$ cat config.mk
export PLATFORM = sky130hd
export DESIGN_NAME = id_serialize_top
export DESIGN_NICKNAME = d
export VERILOG_FILES = /design/src/id_ser_pkg.sv /design/src/id_serialize_top.sv /design/src/ar_spill_reg.sv /design/src/r_return.sv /design/src/id_lane.sv /design/src/ar_dispatch.sv
export SDC_FILE = /design/constraint.sdc
export NUM_CORES = 1
export LEC_CHECK = 0
export ABC_CLOCK_PERIOD_IN_PS = 3800
export BUFFER_PORTS_ARGS = -buffer_cell sky130_fd_sc_hd__buf_2
export CAP_MARGIN = 5
export CORE_MARGIN = 8
export CORE_UTILIZATION = 57
export DETAILED_ROUTE_END_ITERATION = 6
export PLACE_DENSITY = 0.86
export SYNTH_ARGS = -nofsm -noshare
export SYNTH_HDL_FRONTEND = slang
export SYNTH_HIERARCHICAL = 1
export SYNTH_SLANG_ARGS = --single-unit
$ cat constraint.sdc
create_clock -name clk_i -period 3.8 [get_ports clk_i]
set_input_delay 0.38 -clock clk_i [delete_from_list [all_inputs] [get_ports clk_i]]
set_output_delay 0.38 -clock clk_i [all_outputs]
set_load 0.01 [all_outputs]
$ cat src/id_ser_pkg.sv
////////////////////
// Shared definitions for the AXI read ID serializer
// Widths, lane counts, AR and R channel structs and state enums
////////////////////
package id_ser_pkg;

  // Slave side carries the wide ID, master side the narrow one
  localparam int unsigned SLV_ID_W = 4;
  localparam int unsigned MST_ID_W = 2;

  // One lane per master ID
  localparam int unsigned NUM_LANES = 4;

  // Outstanding reads per lane and the occupancy counter width
  localparam int unsigned TXNS_PER_LANE = 4;
  localparam int unsigned CNT_W = 3;

  localparam int unsigned ADDR_W = 16;
  localparam int unsigned DATA_W = 32;
  // Burst has len + 1 beats
  localparam int unsigned LEN_W = 8;

  // Added to the slave ID before the modulo
  localparam int unsigned ID_BASE_OFFSET = 1;

  // AXI read response codes
  typedef enum logic [1:0] {
    RESP_OKAY   = 2'b00,
    RESP_EXOKAY = 2'b01,
    RESP_SLVERR = 2'b10,
    RESP_DECERR = 2'b11
  } resp_e;

  // Fill level of the AR spill register
  typedef enum logic [1:0] {
    SPILL_EMPTY = 2'b00,
    SPILL_ONE   = 2'b01,
    SPILL_TWO   = 2'b10
  } spill_state_e;

  // AR beat at the slave port
  typedef struct packed {
    logic [SLV_ID_W-1:0] id;
    logic [ADDR_W-1:0]   addr;
    logic [LEN_W-1:0]    len;
  } slv_ar_t;

  // AR beat at the master port
  typedef struct packed {
    logic [MST_ID_W-1:0] id;
    logic [ADDR_W-1:0]   addr;
    logic [LEN_W-1:0]    len;
  } mst_ar_t;

  // R beat at the slave port
  typedef struct packed {
    logic [SLV_ID_W-1:0] id;
    logic [DATA_W-1:0]   data;
    resp_e               resp;
    logic                last;
  } slv_r_t;

  // R beat at the master port
  typedef struct packed {
    logic [MST_ID_W-1:0] id;
    logic [DATA_W-1:0]   data;
    resp_e               resp;
    logic                last;
  } mst_r_t;

endpackage
$ cat src/id_serialize_top.sv
////////////////////
// AXI read ID serializer top
// Maps wide slave IDs onto four in-order lanes
////////////////////
`timescale 1ns/1ns

module id_serialize_top (
  input  logic                clk_i,
  input  logic                rst_n_i,
  // Slave AR
  input  id_ser_pkg::slv_ar_t slv_ar_i,
  input  logic                slv_ar_valid_i,
  output logic                slv_ar_ready_o,
  // Slave R
  output id_ser_pkg::slv_r_t  slv_r_o,
  output logic                slv_r_valid_o,
  input  logic                slv_r_ready_i,
  // Master AR
  output id_ser_pkg::mst_ar_t mst_ar_o,
  output logic                mst_ar_valid_o,
  input  logic                mst_ar_ready_i,
  // Master R
  input  id_ser_pkg::mst_r_t  mst_r_i,
  input  logic                mst_r_valid_i,
  output logic                mst_r_ready_o
);

  // AR between dispatch and lanes
  logic [id_ser_pkg::NUM_LANES-1:0] lane_ar_valid;
  logic [id_ser_pkg::NUM_LANES-1:0] lane_ar_ready;
  id_ser_pkg::mst_ar_t [id_ser_pkg::NUM_LANES-1:0] lane_mst_ar;
  logic [id_ser_pkg::NUM_LANES-1:0] lane_mst_ar_valid;

  // Merged AR into the spill register
  id_ser_pkg::mst_ar_t merged_ar;
  logic merged_ar_valid;
  // Spill ready, shared by all lanes
  logic spill_ready;

  // R between lanes and return path
  logic [id_ser_pkg::NUM_LANES-1:0] lane_r_valid;
  logic [id_ser_pkg::NUM_LANES-1:0] lane_r_ready;
  id_ser_pkg::slv_r_t [id_ser_pkg::NUM_LANES-1:0] lane_slv_r;
  logic [id_ser_pkg::NUM_LANES-1:0] lane_slv_r_valid;

  // Steer slave AR to its lane and merge the lane ARs
  ar_dispatch i_ar_dispatch (
    .slv_ar_i            (slv_ar_i),
    .slv_ar_valid_i      (slv_ar_valid_i),
    .slv_ar_ready_o      (slv_ar_ready_o),
    .lane_ar_valid_o     (lane_ar_valid),
    .lane_ar_ready_i     (lane_ar_ready),
    .lane_mst_ar_i       (lane_mst_ar),
    .lane_mst_ar_valid_i (lane_mst_ar_valid),
    .merged_ar_o         (merged_ar),
    .merged_ar_valid_o   (merged_ar_valid)
  );

  // Lane index doubles as its master ID
  for (genvar i = 0; i < id_ser_pkg::NUM_LANES; i++) begin : gen_lanes
    id_lane i_id_lane (
      .clk_i          (clk_i),
      .rst_n_i        (rst_n_i),
      .lane_id_i      (id_ser_pkg::MST_ID_W'(i)),
      .ar_i           (slv_ar_i),
      .ar_valid_i     (lane_ar_valid[i]),
      .ar_ready_o     (lane_ar_ready[i]),
      .mst_ar_o       (lane_mst_ar[i]),
      .mst_ar_valid_o (lane_mst_ar_valid[i]),
      .mst_ar_ready_i (spill_ready),
      .r_i            (mst_r_i),
      .r_valid_i      (lane_r_valid[i]),
      .r_ready_o      (lane_r_ready[i]),
      .r_o            (lane_slv_r[i]),
      .r_valid_o      (lane_slv_r_valid[i]),
      .r_ready_i      (slv_r_ready_i)
    );
  end

  // R beats back to their lane and on to the slave
  r_return i_r_return (
    .mst_r_i            (mst_r_i),
    .mst_r_valid_i      (mst_r_valid_i),
    .mst_r_ready_o      (mst_r_ready_o),
    .lane_r_valid_o     (lane_r_valid),
    .lane_r_ready_i     (lane_r_ready),
    .lane_slv_r_i       (lane_slv_r),
    .lane_slv_r_valid_i (lane_slv_r_valid),
    .slv_r_o            (slv_r_o),
    .slv_r_valid_o      (slv_r_valid_o)
  );

  // Cuts the master ready path
  ar_spill_reg i_ar_spill_reg (
    .clk_i   (clk_i),
    .rst_n_i (rst_n_i),
    .valid_i (merged_ar_valid),
    .ready_o (spill_ready),
    .data_i  (merged_ar),
    .valid_o (mst_ar_valid_o),
    .ready_i (mst_ar_ready_i),
    .data_o  (mst_ar_o)
  );

endmodule

$ cat src/ar_spill_reg.sv
////////////////////
// AR spill register
// Two slots, breaks the ready path at the master port
////////////////////
`timescale 1ns/1ns

module ar_spill_reg (
  input  logic                clk_i,
  input  logic                rst_n_i,
  input  logic                valid_i,
  output logic                ready_o,
  input  id_ser_pkg::mst_ar_t data_i,
  output logic                valid_o,
  input  logic                ready_i,
  output id_ser_pkg::mst_ar_t data_o
);

  id_ser_pkg::spill_state_e state_q;
  // Head slot always holds the oldest entry
  id_ser_pkg::mst_ar_t head_q;
  // Second entry while full
  id_ser_pkg::mst_ar_t tail_q;
  logic in_xfer;
  logic out_xfer;

  // Ready depends on state only
  assign ready_o = (state_q != id_ser_pkg::SPILL_TWO);
  assign valid_o = (state_q != id_ser_pkg::SPILL_EMPTY);
  assign data_o  = head_q;

  assign in_xfer  = valid_i & ready_o;
  assign out_xfer = valid_o & ready_i;

  // Fill level
  always_ff @(posedge clk_i) begin
    if (!rst_n_i) begin
      state_q <= id_ser_pkg::SPILL_EMPTY;
    end else begin
      case (state_q)
        id_ser_pkg::SPILL_EMPTY: begin
          if (in_xfer) state_q <= id_ser_pkg::SPILL_ONE;
        end
        id_ser_pkg::SPILL_ONE: begin
          // Simultaneous in and out keeps one entry
          if (in_xfer && !out_xfer) state_q <= id_ser_pkg::SPILL_TWO;
          else if (!in_xfer && out_xfer) state_q <= id_ser_pkg::SPILL_EMPTY;
        end
        id_ser_pkg::SPILL_TWO: begin
          if (out_xfer) state_q <= id_ser_pkg::SPILL_ONE;
        end
        default: state_q <= id_ser_pkg::SPILL_EMPTY;
      endcase
    end
  end

  // Payload slots
  always_ff @(posedge clk_i) begin
    // Incoming beat lands in head when it is free or draining
    if (in_xfer && (state_q == id_ser_pkg::SPILL_EMPTY || out_xfer)) begin
      head_q <= data_i;
    end else if (in_xfer) begin
      tail_q <= data_i;
    end else if (out_xfer && state_q == id_ser_pkg::SPILL_TWO) begin
      // Tail moves up once head leaves
      head_q <= tail_q;
    end
  end

endmodule

$ cat src/r_return.sv
////////////////////
// R return path
// Routes master R beats by ID and merges lane results
////////////////////
`timescale 1ns/1ns

module r_return (
  input  id_ser_pkg::mst_r_t                             mst_r_i,
  input  logic                                           mst_r_valid_i,
  output logic                                           mst_r_ready_o,
  output logic               [id_ser_pkg::NUM_LANES-1:0] lane_r_valid_o,
  input  logic               [id_ser_pkg::NUM_LANES-1:0] lane_r_ready_i,
  input  id_ser_pkg::slv_r_t [id_ser_pkg::NUM_LANES-1:0] lane_slv_r_i,
  input  logic               [id_ser_pkg::NUM_LANES-1:0] lane_slv_r_valid_i,
  output id_ser_pkg::slv_r_t                             slv_r_o,
  output logic                                           slv_r_valid_o
);

  // Lane that currently drives the slave R
  logic [id_ser_pkg::MST_ID_W-1:0] merge_sel;

  // Master ID is the lane index
  always_comb begin
    lane_r_valid_o = '0;
    lane_r_valid_o[mst_r_i.id] = mst_r_valid_i;
  end

  // Ready from the addressed lane only
  assign mst_r_ready_o = lane_r_ready_i[mst_r_i.id];

  // One-hot lane valid to index
  always_comb begin
    merge_sel = '0;
    for (int i = 0; i < id_ser_pkg::NUM_LANES; i++) begin
      if (lane_slv_r_valid_i[i]) begin
        merge_sel = id_ser_pkg::MST_ID_W'(i);
      end
    end
  end

  // At most one lane is valid per beat
  assign slv_r_valid_o = |lane_slv_r_valid_i;
  assign slv_r_o       = lane_slv_r_i[merge_sel];

endmodule

$ cat src/id_lane.sv
////////////////////
// Serializing lane
// Tracks in-flight slave IDs and restores them on R
////////////////////
`timescale 1ns/1ns

module id_lane (
  input  logic                            clk_i,
  input  logic                            rst_n_i,
  // Master ID owned by this lane
  input  logic [id_ser_pkg::MST_ID_W-1:0] lane_id_i,
  // AR from dispatch
  input  id_ser_pkg::slv_ar_t             ar_i,
  input  logic                            ar_valid_i,
  output logic                            ar_ready_o,
  // AR toward the spill register
  output id_ser_pkg::mst_ar_t             mst_ar_o,
  output logic                            mst_ar_valid_o,
  input  logic                            mst_ar_ready_i,
  // R from the master port
  input  id_ser_pkg::mst_r_t              r_i,
  input  logic                            r_valid_i,
  output logic                            r_ready_o,
  // R toward the slave port
  output id_ser_pkg::slv_r_t              r_o,
  output logic                            r_valid_o,
  input  logic                            r_ready_i
);

  // Slave IDs of outstanding reads in issue order
  logic [id_ser_pkg::SLV_ID_W-1:0] id_fifo [id_ser_pkg::TXNS_PER_LANE];
  // Pointers wrap at the power-of-two depth
  logic [id_ser_pkg::CNT_W-2:0] wr_ptr;
  logic [id_ser_pkg::CNT_W-2:0] rd_ptr;
  logic [id_ser_pkg::CNT_W-1:0] count;
  logic fifo_full;
  logic fifo_empty;
  logic push;
  logic pop;

  assign fifo_full  = (count == id_ser_pkg::CNT_W'(id_ser_pkg::TXNS_PER_LANE));
  assign fifo_empty = (count == '0);

  // Hold AR back while every slot is taken
  assign mst_ar_valid_o = ar_valid_i & ~fifo_full;
  assign ar_ready_o     = mst_ar_ready_i & ~fifo_full;

  // Narrow ID replaces the slave ID
  always_comb begin
    mst_ar_o.id   = lane_id_i;
    mst_ar_o.addr = ar_i.addr;
    mst_ar_o.len  = ar_i.len;
  end

  // Record slave ID when the AR is taken
  assign push = ar_valid_i & ar_ready_o;

  // R handshake passes straight through
  assign r_valid_o = r_valid_i;
  assign r_ready_o = r_ready_i;

  // Oldest outstanding read owns the beat
  always_comb begin
    r_o.id   = id_fifo[rd_ptr];
    r_o.data = r_i.data;
    r_o.resp = r_i.resp;
    r_o.last = r_i.last;
  end

  // Burst done on the last beat
  assign pop = r_valid_i & r_ready_i & r_i.last & ~fifo_empty;

  // Pointers and occupancy
  always_ff @(posedge clk_i) begin
    if (!rst_n_i) begin
      wr_ptr <= '0;
      rd_ptr <= '0;
      count  <= '0;
    end else begin
      if (push) begin
        wr_ptr <= wr_ptr + 1'b1;
      end
      if (pop) begin
        rd_ptr <= rd_ptr + 1'b1;
      end
      case ({push, pop})
        2'b10:   count <= count + 1'b1;
        2'b01:   count <= count - 1'b1;
        default: count <= count;
      endcase
    end
  end

  // ID storage
  always_ff @(posedge clk_i) begin
    if (push) begin
      id_fifo[wr_ptr] <= ar_i.id;
    end
  end

endmodule

$ cat src/ar_dispatch.sv
////////////////////
// AR dispatch
// Picks the lane for each slave AR and merges lane ARs
////////////////////
`timescale 1ns/1ns

module ar_dispatch (
  input  id_ser_pkg::slv_ar_t                             slv_ar_i,
  input  logic                                            slv_ar_valid_i,
  output logic                                            slv_ar_ready_o,
  output logic                [id_ser_pkg::NUM_LANES-1:0] lane_ar_valid_o,
  input  logic                [id_ser_pkg::NUM_LANES-1:0] lane_ar_ready_i,
  input  id_ser_pkg::mst_ar_t [id_ser_pkg::NUM_LANES-1:0] lane_mst_ar_i,
  input  logic                [id_ser_pkg::NUM_LANES-1:0] lane_mst_ar_valid_i,
  output id_ser_pkg::mst_ar_t                             merged_ar_o,
  output logic                                            merged_ar_valid_o
);

  // Lane targeted by the current slave AR
  logic [id_ser_pkg::MST_ID_W-1:0] lane_sel;
  // Lane currently presenting an AR
  logic [id_ser_pkg::MST_ID_W-1:0] merge_sel;

  // Fixed map: (id + offset) mod lane count
  assign lane_sel = id_ser_pkg::MST_ID_W'(
    (32'(slv_ar_i.id) + id_ser_pkg::ID_BASE_OFFSET) % id_ser_pkg::NUM_LANES);

  // Only the selected lane sees valid
  always_comb begin
    lane_ar_valid_o = '0;
    lane_ar_valid_o[lane_sel] = slv_ar_valid_i;
  end

  // Ready comes back from the same lane
  assign slv_ar_ready_o = lane_ar_ready_i[lane_sel];

  // One-hot valid to index
  // Port is in order so at most one lane drives valid
  always_comb begin
    merge_sel = '0;
    for (int i = 0; i < id_ser_pkg::NUM_LANES; i++) begin
      if (lane_mst_ar_valid_i[i]) begin
        merge_sel = id_ser_pkg::MST_ID_W'(i);
      end
    end
  end

  assign merged_ar_valid_o = |lane_mst_ar_valid_i;
  // Payload of the active lane, lane 0 when idle
  assign merged_ar_o = lane_mst_ar_i[merge_sel];

endmodule

==> results.yml, run 1 <==
outcome:
  status: "finished, final reports clean"
cells_and_area:
  layout_commonest_cell: "buf_2"
  fillers: 1492
  ff_latch_area_um2: 4240
  drive_gt1_share_pct: 31.5
  fin_nets: 955
  final_cell_mix: "139 x buf_2, 116 x edfxtp_1, 82 x mux2i_1"
  syn2layout_area_growth_pct: -4.11
  multi_input_area_um2: 4420
place:
  port_buffers: 139
  hpwlAfterDp_mm: 14.1
  dp_slack_ns: 0.659
  place_congestion: 0.758
critical_path:
  crit_path_start_kind: "register"
  max_stage_delay_ns: 0.60
  crit_arrival_ns: 2.85
  path_max_fanout: 26
  worstPathRequired_ns: 3.79
  end_kind: "register"
  crit_chain: "or3b_1, and2_2, or4_1, mux2i_1, nor2_1, a21o_1"
  crit_slowest_cell: "or4_1"
  crit_type: "register to register"
detailed_routing:
  drc: 0
  vias: 6135
  drt_iter0_markers: 452
  postRouteWirelength_mm: 20.2
  drt_pass1_iterations: 4
  wl_per_cell_um: 17.9
  vias_per_cell: 5.43
  postRouteAntennaNets: 0
floorplanning:
  dieArea_um2: 24000
  die_width_um: 155
  ioPinCount: 140
  rows: 50
  dieHeight_um: 155
  floorplan.initialDensity_pct: 58.3
  core-area_um2: 18800
synth:
  async_flop_share_pct: 0
  avgSynthCellArea_um2: 11.2
  synth_seq_cells: 154
  ys_types: 44
  synthCells: 978
  ys.warnings.count: 6
  synth_edf_count: 116
  yosys_most_used_dff: "edfxtp_1"
  yosysSeqAreaShare_pct: 38.7
  synth_area_um2: 11000
worst_hold_path:
  hp-class: "primary input to register"
grt:
  grt_pass1_wl_mm: 31.7
  grt_pass1_vias: 6173
  grt_usage_pct: 16.6
  grt_remaining_overflow: 0
  grt_max_degree: 70
  antenna_found_initial: 2
cts:
  cts.reportedPaths.clkPinSlew_ns: 0.06
  numCtsBuffers: 17
  cts_root_buf: "clkbuf_16"
  cts_tree: "done"
  cts_setup_buffers: 0
  cts_resized: 0
  clock_latency_ns: 0.42
  cts_sinks: 154
  hold_buffers: 0
  ctsLongestPathBuffers: 2
  ctsHtreeMaxLevel: 4
sta:
  finalSetupTns_ns: 0
  hold_viol_final: 0
  rsz0062_at_grt: "false"
  worst_slack_ns: 0.946
  fin_skew_ns: 0.0117
  period_needed_ns: 2.85
  clock.fmax_mhz: 350
  worst_slew_pin_slew_ns: 1.12
  finalCritPeriodShare_pct: 75.1
  slew_headroom_pct: 25.2
  setup_viol: 0
  drv_slew: 0
pwr:
  p_leak_uw: 0.00373
  power_density_nw_per_um2: 412
  finalPower_uw: 4330
  ir_drop_uv: 305
flow_run:
  maxCapViolations: 0
==> final timing paths <==
kind / start / to / slack (ns) / cells past startpoint
worst min-delay path: slv_ar_i[25] / gen_lanes[1].i_id_lane/id_fifo[1][1] / 0.29 / 1
worst min register to register: gen_lanes[3].i_id_lane/wr_ptr[0] / gen_lanes[3].i_id_lane/wr_ptr[0] / 0.50 / 2
worst max register to register: gen_lanes[2].i_id_lane/count[1] / i_ar_spill_reg/data_o[4] / 0.95 / 6
worst max-delay path: gen_lanes[2].i_id_lane/count[1] / i_ar_spill_reg/data_o[4] / 0.95 / 6
==> cell type report <==
class                           instances  share of cell area [%]
Antenna cell                            1                  0.0238
Clock buffer                           20                    4.43
Clock inverter                         12                    1.55
Inverter                               26                   0.927
Multi-Input combinational cell        505                    42.0
Sequential cell                       154                    40.3
Tap cell                              260                    3.09
Timing Repair Buffer                  151                    7.70
==> cells by family after synthesis <==
kind of cell | share of synthesized area (%)
fa+ha+maj | 3.58
flops | 38.7
other cells | 0.0684
simple gates | 14.4
buf+inv | 21.4
xor+xnor | 0.638
mux | 14.5
compound gates | 6.75
==> synth_stat cells, types with 10 or more instances <==
cell type  count  area share (%)
dfxtp_1       38             6.9
nor2b_1       65             3.7
a211oi_1      45             3.1
clkbuf_1      13            0.44
buf_4        260              18
inv_1         26            0.89
and2_2        16             1.1
o21ai_0       12            0.55
nand2_1       27            0.92
mux2i_1       82             7.5
mux2_4        20             2.7
buf_2         12            0.55
and2_1        21             1.2
ha_1          25             2.8
nor3b_1       66             4.5
edfxtp_1     116              32
buf_6         10             1.0
mux4_2        18             3.7
a211oi_2      20             2.3
==> worst max-delay path: cells and delay by family, from the launching register on <==
family | cells | cell delay, ns
AOI/OAI and AO/OA | 1 | 0.56
DFF | 1 | 0.33
muxes | 1 | 0.16
and+or+nand+nor | 4 | 1.37
==> registers in the layout, indices dropped and copies added (netlist names), named ones only <==
register / cells
gen_lanes.i_id_lane/rd_ptr: 8
gen_lanes.i_id_lane/id_fifo: 64
i_ar_spill_reg/tail_q: 26
gen_lanes.i_id_lane/count: 12
i_ar_spill_reg/data_o: 26
i_ar_spill_reg/state_q: 2
gen_lanes.i_id_lane/wr_ptr: 8
==> per-layer routing <==
metal	up-vias	GRT usage, %	wire length [µm]
li1	2944	-	-
met1	2975	19.4	8470
met2	183	28.2	9910
met3	31	5.04	1470
met4	2	6.39	354
met5	-	0	8
==> power breakdown <==
| group | total [µW] | leakage [µW] | switching, µW | internal [µW] |
|---|---|---|---|---|
| registers | 1920 | 0.00137 | 26.4 | 1900 |
| logic | 637 | 0.00206 | 351 | 286 |
| clock network | 1780 | 0.000303 | 683 | 1090 |
| total | 4330 | 0.00373 | 1060 | 3270 |
==> metrics by stage <==
stage          hold WS, ns  util (%)  cells  area, µm²
2_1_floorplan        0.465         -    984      11000
3_3_place_gp         0.476      52.5   1096       9890
3_5_place_dp         0.487      52.5   1096       9890
4_1_cts              0.274      55.9   1128      10500
5_1_grt              0.278      55.9   1129      10500
6_report             0.290      55.9   1129      10500
No activity file was read; power rests on OpenSTA's default activity.
==> inputs of run 2 (changes only) <==
--- a/config.mk
+++ b/config.mk
@@ -5,7 +5,7 @@
 export SDC_FILE = /design/constraint.sdc
 export NUM_CORES = 1
 export LEC_CHECK = 0
-export ABC_CLOCK_PERIOD_IN_PS = 3800
+export ABC_CLOCK_PERIOD_IN_PS = 3000
 export BUFFER_PORTS_ARGS = -buffer_cell sky130_fd_sc_hd__buf_2
 export CAP_MARGIN = 5
 export CORE_MARGIN = 8
==> constraint.sdc (replaced) <==
create_clock -name clk_i -period 3 [get_ports clk_i]
set_input_delay 0.3 -clock clk_i [delete_from_list [all_inputs] [get_ports clk_i]]
set_output_delay 0.3 -clock clk_i [all_outputs]
set_load 0.01 [all_outputs]
==> results.yml, run 2 (synthesis results as in run 1) <==
outcome:
  status: "finished, final reports clean"
critical_path:
  ff2ff_setup_slack_ns: 0.32
  crit_arrival_ns: 2.84
  end_kind: "register"
  worstPathRequired_ns: 3.16
  crit_path_start_kind: "register"
  crit_type: "register to register"
  path_max_fanout: 26
pwr:
  clkPwrFrac_pct: 40.0
  p_leak_uw: 0.00373
  p_sw_uw: 1290
  netSwitchingFraction_pct: 23.9
  intPower_uw: 4110
  seq_power_share_pct: 45.0
  pwr-share-comb_pct: 15.0
  ir_drop_uv: 385
  power_density_nw_per_um2: 514
cts:
  cts_tree: "done"
  cts_resized: 0
  cts.reportedPaths.clkPinSlew_ns: 0.06
  ctsHtreeMaxLevel: 4
  clock_latency_ns: 0.41
  ctsLongestPathBuffers: 2
  cts_setup_buffers: 0
  hold_buffers: 0
  cts_root_buf: "clkbuf_16"
  cts_sinks: 154
  numCtsBuffers: 17
sta:
  drv_slew: 0
  worst_slew_pin_slew_ns: 0.731
  period_needed_ns: 2.68
  finalCritPeriodShare_pct: 89.3
  hold_viol_final: 0
  rsz0062_at_grt: "false"
  slew_headroom_pct: 51.3
  worst_hold_slack_ns: 0.268
  fin_skew_ns: 0.00589
  finalSetupTns_ns: 0
  setup_viol: 0
  clock.fmax_mhz: 373
cells_and_area:
  fin_nets: 957
  drive_gt1_share_pct: 31.3
  fillers: 1528
  multi_input_area_um2: 4420
  syn2layout_area_growth_pct: -4.21
  regMostFlops: "gen_lanes.i_id_lane/id_fifo"
  layout_commonest_cell: "buf_2"
  ff_latch_area_um2: 4240
  final_cell_mix: "139 x buf_2, 116 x edfxtp_1, 82 x mux2i_1"
  largest_register_ff_count: 64
floorplanning:
  core-area_um2: 18800
  dieHeight_um: 155
  die_width_um: 155
  ioPinCount: 140
  floorplan.initialDensity_pct: 58.3
  rows: 50
  dieArea_um2: 24000
detailed_routing:
  drt_pass1_iterations: 4
  vias_per_cell: 5.33
  vias: 6036
  postRouteWirelength_mm: 19.5
  postRouteAntennaNets: 0
  drt_iter0_markers: 319
  wl_per_cell_um: 17.2
  drc: 0
grt:
  grt_usage_pct: 16.1
  antenna_found_initial: 3
  grt_remaining_overflow: 0
  grt_max_degree: 82
  grt_pass1_vias: 6159
  grt_pass1_wl_mm: 31.0
place:
  port_buffers: 139
  hpwlAfterDp_mm: 13.6
  place_congestion: 0.775
flow_run:
  maxCapViolations: 0
worst_hold_path:
  hp-class: "primary input to register"
run 2: area by class of cell:
type                            count  share of cell area, %
Inverter                           26                  0.928
Sequential cell                   154                   40.4
Clock buffer                       20                   4.34
Timing Repair Buffer              153                   7.85
Tap cell                          260                   3.09
Multi-Input combinational cell    505                   42.0
Antenna cell                        2                 0.0476
Clock inverter                     12                   1.38
run 2: final timing paths:
| path | start | end | depth (start not counted) |
|---|---|---|---|
| setup / recovery | gen_lanes[2].i_id_lane/count[2] | i_ar_spill_reg/data_o[22] | 6 |
| hold / removal | mst_ar_ready_i | i_ar_spill_reg/state_q[1] | 3 |
| setup reg to reg | gen_lanes[2].i_id_lane/count[2] | i_ar_spill_reg/data_o[22] | 6 |
| hold reg to reg | gen_lanes[0].i_id_lane/wr_ptr[0] | gen_lanes[0].i_id_lane/wr_ptr[0] | 2 |
run 2: stage by stage:
step / cell area, µm² / instances / total power [µW] / utilization [%] / worst slack [ns]
2_1_floorplan: 11000 / 984 / 3240 / - / 0.365
3_3_place_gp: 9910 / 1098 / 3260 / 52.6 / 0.296
3_5_place_dp: 9910 / 1098 / 3300 / 52.6 / 0.258
4_1_cts: 10500 / 1130 / 5460 / 55.8 / 0.320
5_1_grt: 10500 / 1132 / 5610 / 55.8 / 0.213
6_report: 10500 / 1132 / 5400 / 55.8 / 0.321
run 2: power by group through the flow:
stage | combinational [µW] | clock (µW) | sequential, µW
after CTS | 820 | 2200 | 2430
final | 811 | 2160 | 2430
after global routing | 884 | 2290 | 2440
after global placement | 788 | 0 | 2480
after floorplan | 739 | 0 | 2500
after detailed placement | 816 | 0 | 2480
run 2: worst max-delay path, cell delays in order (launching register included):
cell and delay [ns]:
dfxtp_1 0.35, or3b_1 0.39, and2_2 0.21, or4_1 0.62, a21bo_1 0.27, buf_12 0.23, mux2_2 0.36
run 2: per-layer routing:
layer / wire length (µm) / track usage (%) / vias to the layer above
met5: 13 / 0 / -
met4: 326 / 5.65 / 2
met3: 1440 / 5.04 / 29
met2: 9470 / 27.9 / 161
met1: 8220 / 18.3 / 2887
li1: - / - / 2957
==> inputs of run 3 (changes only) <==
--- a/config.mk
+++ b/config.mk
@@ -11,7 +11,9 @@
 export CORE_MARGIN = 8
 export CORE_UTILIZATION = 57
 export DETAILED_ROUTE_END_ITERATION = 6
+export HOLD_SLACK_MARGIN = 0.03
 export PLACE_DENSITY = 0.86
+export REMOVE_ABC_BUFFERS = 1
 export SYNTH_ARGS = -nofsm -noshare
 export SYNTH_HDL_FRONTEND = slang
 export SYNTH_HIERARCHICAL = 1
==> results.yml, run 3 (synthesis results as in run 1) <==
pwr:
  clkPwrFrac_pct: 38.6
  power_density_nw_per_um2: 504
  seq_power_share_pct: 46.2
  p_sw_uw: 1350
  intPower_uw: 3930
  ir_drop_uv: 349
  netSwitchingFraction_pct: 25.6
  pwr-share-comb_pct: 15.2
  p_leak_uw: 0.00371
floorplanning:
  ioPinCount: 140
  floorplan.initialDensity_pct: 58.3
  die_width_um: 155
  dieArea_um2: 24000
  core-area_um2: 18800
  rows: 50
  dieHeight_um: 155
detailed_routing:
  postRouteWirelength_mm: 19.3
  vias_per_cell: 5.38
  drt_iter0_markers: 354
  drt_pass1_iterations: 6
  wl_per_cell_um: 17.0
  vias: 6077
  drc: 0
  postRouteAntennaNets: 0
critical_path:
  end_kind: "register"
  crit_path_start_kind: "register"
  cp_num_buf_inv: 1
  regToRegStartpoint: "gen_lanes[2].i_id_lane/count[2]"
  crit_slowest_cell: "or4_1"
  crit_family: "simple AND/OR/NAND/NOR gates"
  crit_arrival_ns: 2.82
  r2r-end: "i_ar_spill_reg/data_o[21]"
  r2r_cells: 6
  ff2ff_setup_slack_ns: 0.35
  path_max_fanout: 26
  worstPathRequired_ns: 3.16
  max_stage_delay_ns: 0.60
  crit_chain: "or3b_1, and2_2, or4_1, a21bo_1, buf_12, mux2_2"
  crit_type: "register to register"
outcome:
  status: "finished, final reports clean"
worst_hold_path:
  hold_depth: 3
  hp-class: "primary input to register"
  min-delay-start: "mst_ar_ready_i"
  whs_endpoint: "i_ar_spill_reg/state_q[1]"
grt:
  grt_remaining_overflow: 0
  grt_usage_pct: 15.9
  grt_pass1_wl_mm: 30.7
  grt_max_degree: 82
  grt_pass1_vias: 6147
  antenna_found_initial: 4
sta:
  setup_viol: 0
  drv_slew: 0
  clock.fmax_mhz: 377
  hold_viol_final: 0
  finalCritPeriodShare_pct: 88.5
  rsz0062_at_grt: "false"
  slew_headroom_pct: 52.1
  worst_slew_pin_slew_ns: 0.718
  period_needed_ns: 2.65
  fin_skew_ns: 0.00995
  worst_slack_ns: 0.346
cts:
  hold_buffers: 0
  cts_setup_buffers: 0
  cts_root_buf: "clkbuf_16"
  cts.reportedPaths.clkPinSlew_ns: 0.06
  ctsHtreeMaxLevel: 4
  clock_latency_ns: 0.41
  cts_tree: "done"
  ctsLongestPathBuffers: 2
  cts_resized: 0
  numCtsBuffers: 17
  cts_sinks: 154
cells_and_area:
  n_antenna_cell: 0
  final_cell_mix: "139 x buf_2, 116 x edfxtp_1, 82 x mux2i_1"
  layout_commonest_cell: "buf_2"
  syn2layout_area_growth_pct: -4.60
  fin_util_pct: 55.6
  largest_register_ff_count: 64
  drive_gt1_share_pct: 31.3
  regMostFlops: "gen_lanes.i_id_lane/id_fifo"
  fin_nets: 957
flow_run:
  maxCapViolations: 0
place:
  port_buffers: 139
  hpwlAfterDp_mm: 13.3
  place_congestion: 0.766
  dp_slack_ns: 0.254
run 3: changes by cell type in the layout (fill, tap and decap cells not counted), sizes merged:
cell	previous run	this run
inv	28	33
bufinv	3	1
clkbuf	20	18
diode	2	0
clkinvlp	2	1
run 3: power by group through the flow:
stage,Clock (µW),Combinational [µW],Sequential (µW)
2_1_floorplan,0,455,2500
3_3_place_gp,0,785,2480
3_5_place_dp,0,807,2480
4_1_cts,2080,812,2440
5_1_grt,2150,875,2440
6_report,2040,804,2440
run 3: worst max-delay path by stage:
stage | end | slack, ns | startpoint | cells past startpoint
after floorplan | gen_lanes[1].i_id_lane/count[2] | -1.66 | mst_r_valid_i | 10
final | i_ar_spill_reg/data_o[21] | 0.35 | gen_lanes[2].i_id_lane/count[2] | 6
after detailed placement | i_ar_spill_reg/data_o[21] | 0.25 | slv_ar_i[24] | 9
after global routing | i_ar_spill_reg/data_o[24] | 0.23 | gen_lanes[1].i_id_lane/count[2] | 6
after global placement | i_ar_spill_reg/data_o[20] | 0.30 | slv_ar_i[24] | 9
after CTS | i_ar_spill_reg/data_o[21] | 0.35 | gen_lanes[2].i_id_lane/count[1] | 6
run 3: layer usage:
layer	vias to the layer above	wire (µm)	GRT usage (%)
met5	-	55	0
li1	2946	-	-
met2	185	9310	27.0
met3	30	1340	5.13
met1	2908	8370	18.8
met4	8	193	4.95
run 3: area by class of cell:
| class | count | area [µm²] |
|---|---|---|
| well taps | 260 | 325 |
| multi-input cells | 505 | 4420 |
| clock inverters | 14 | 134 |
| flip-flops and latches | 154 | 4240 |
| inverters | 26 | 97.6 |
| repair buffers | 153 | 826 |
| fillers | 1488 | 8360 |
| clock buffers | 18 | 429 |
run 3: stage by stage:
step / cell area (µm²) / cells / setup TNS [ns] / power, µW / hold slack, ns
floorplan: 8750 / 685 / -44.04 / 2950 / 0.399
global placement: 9910 / 1098 / 0 / 3270 / 0.478
detailed placement: 9910 / 1098 / 0 / 3290 / 0.492
CTS: 10500 / 1130 / 0 / 5330 / 0.246
global route: 10500 / 1130 / 0 / 5470 / 0.264
finish: 10500 / 1130 / 0 / 5280 / 0.265
run 3: tightest hold or removal path: stages:
cell    delay [ns]
buf_2         0.13
nor2_1        0.10
o21a_1        0.12
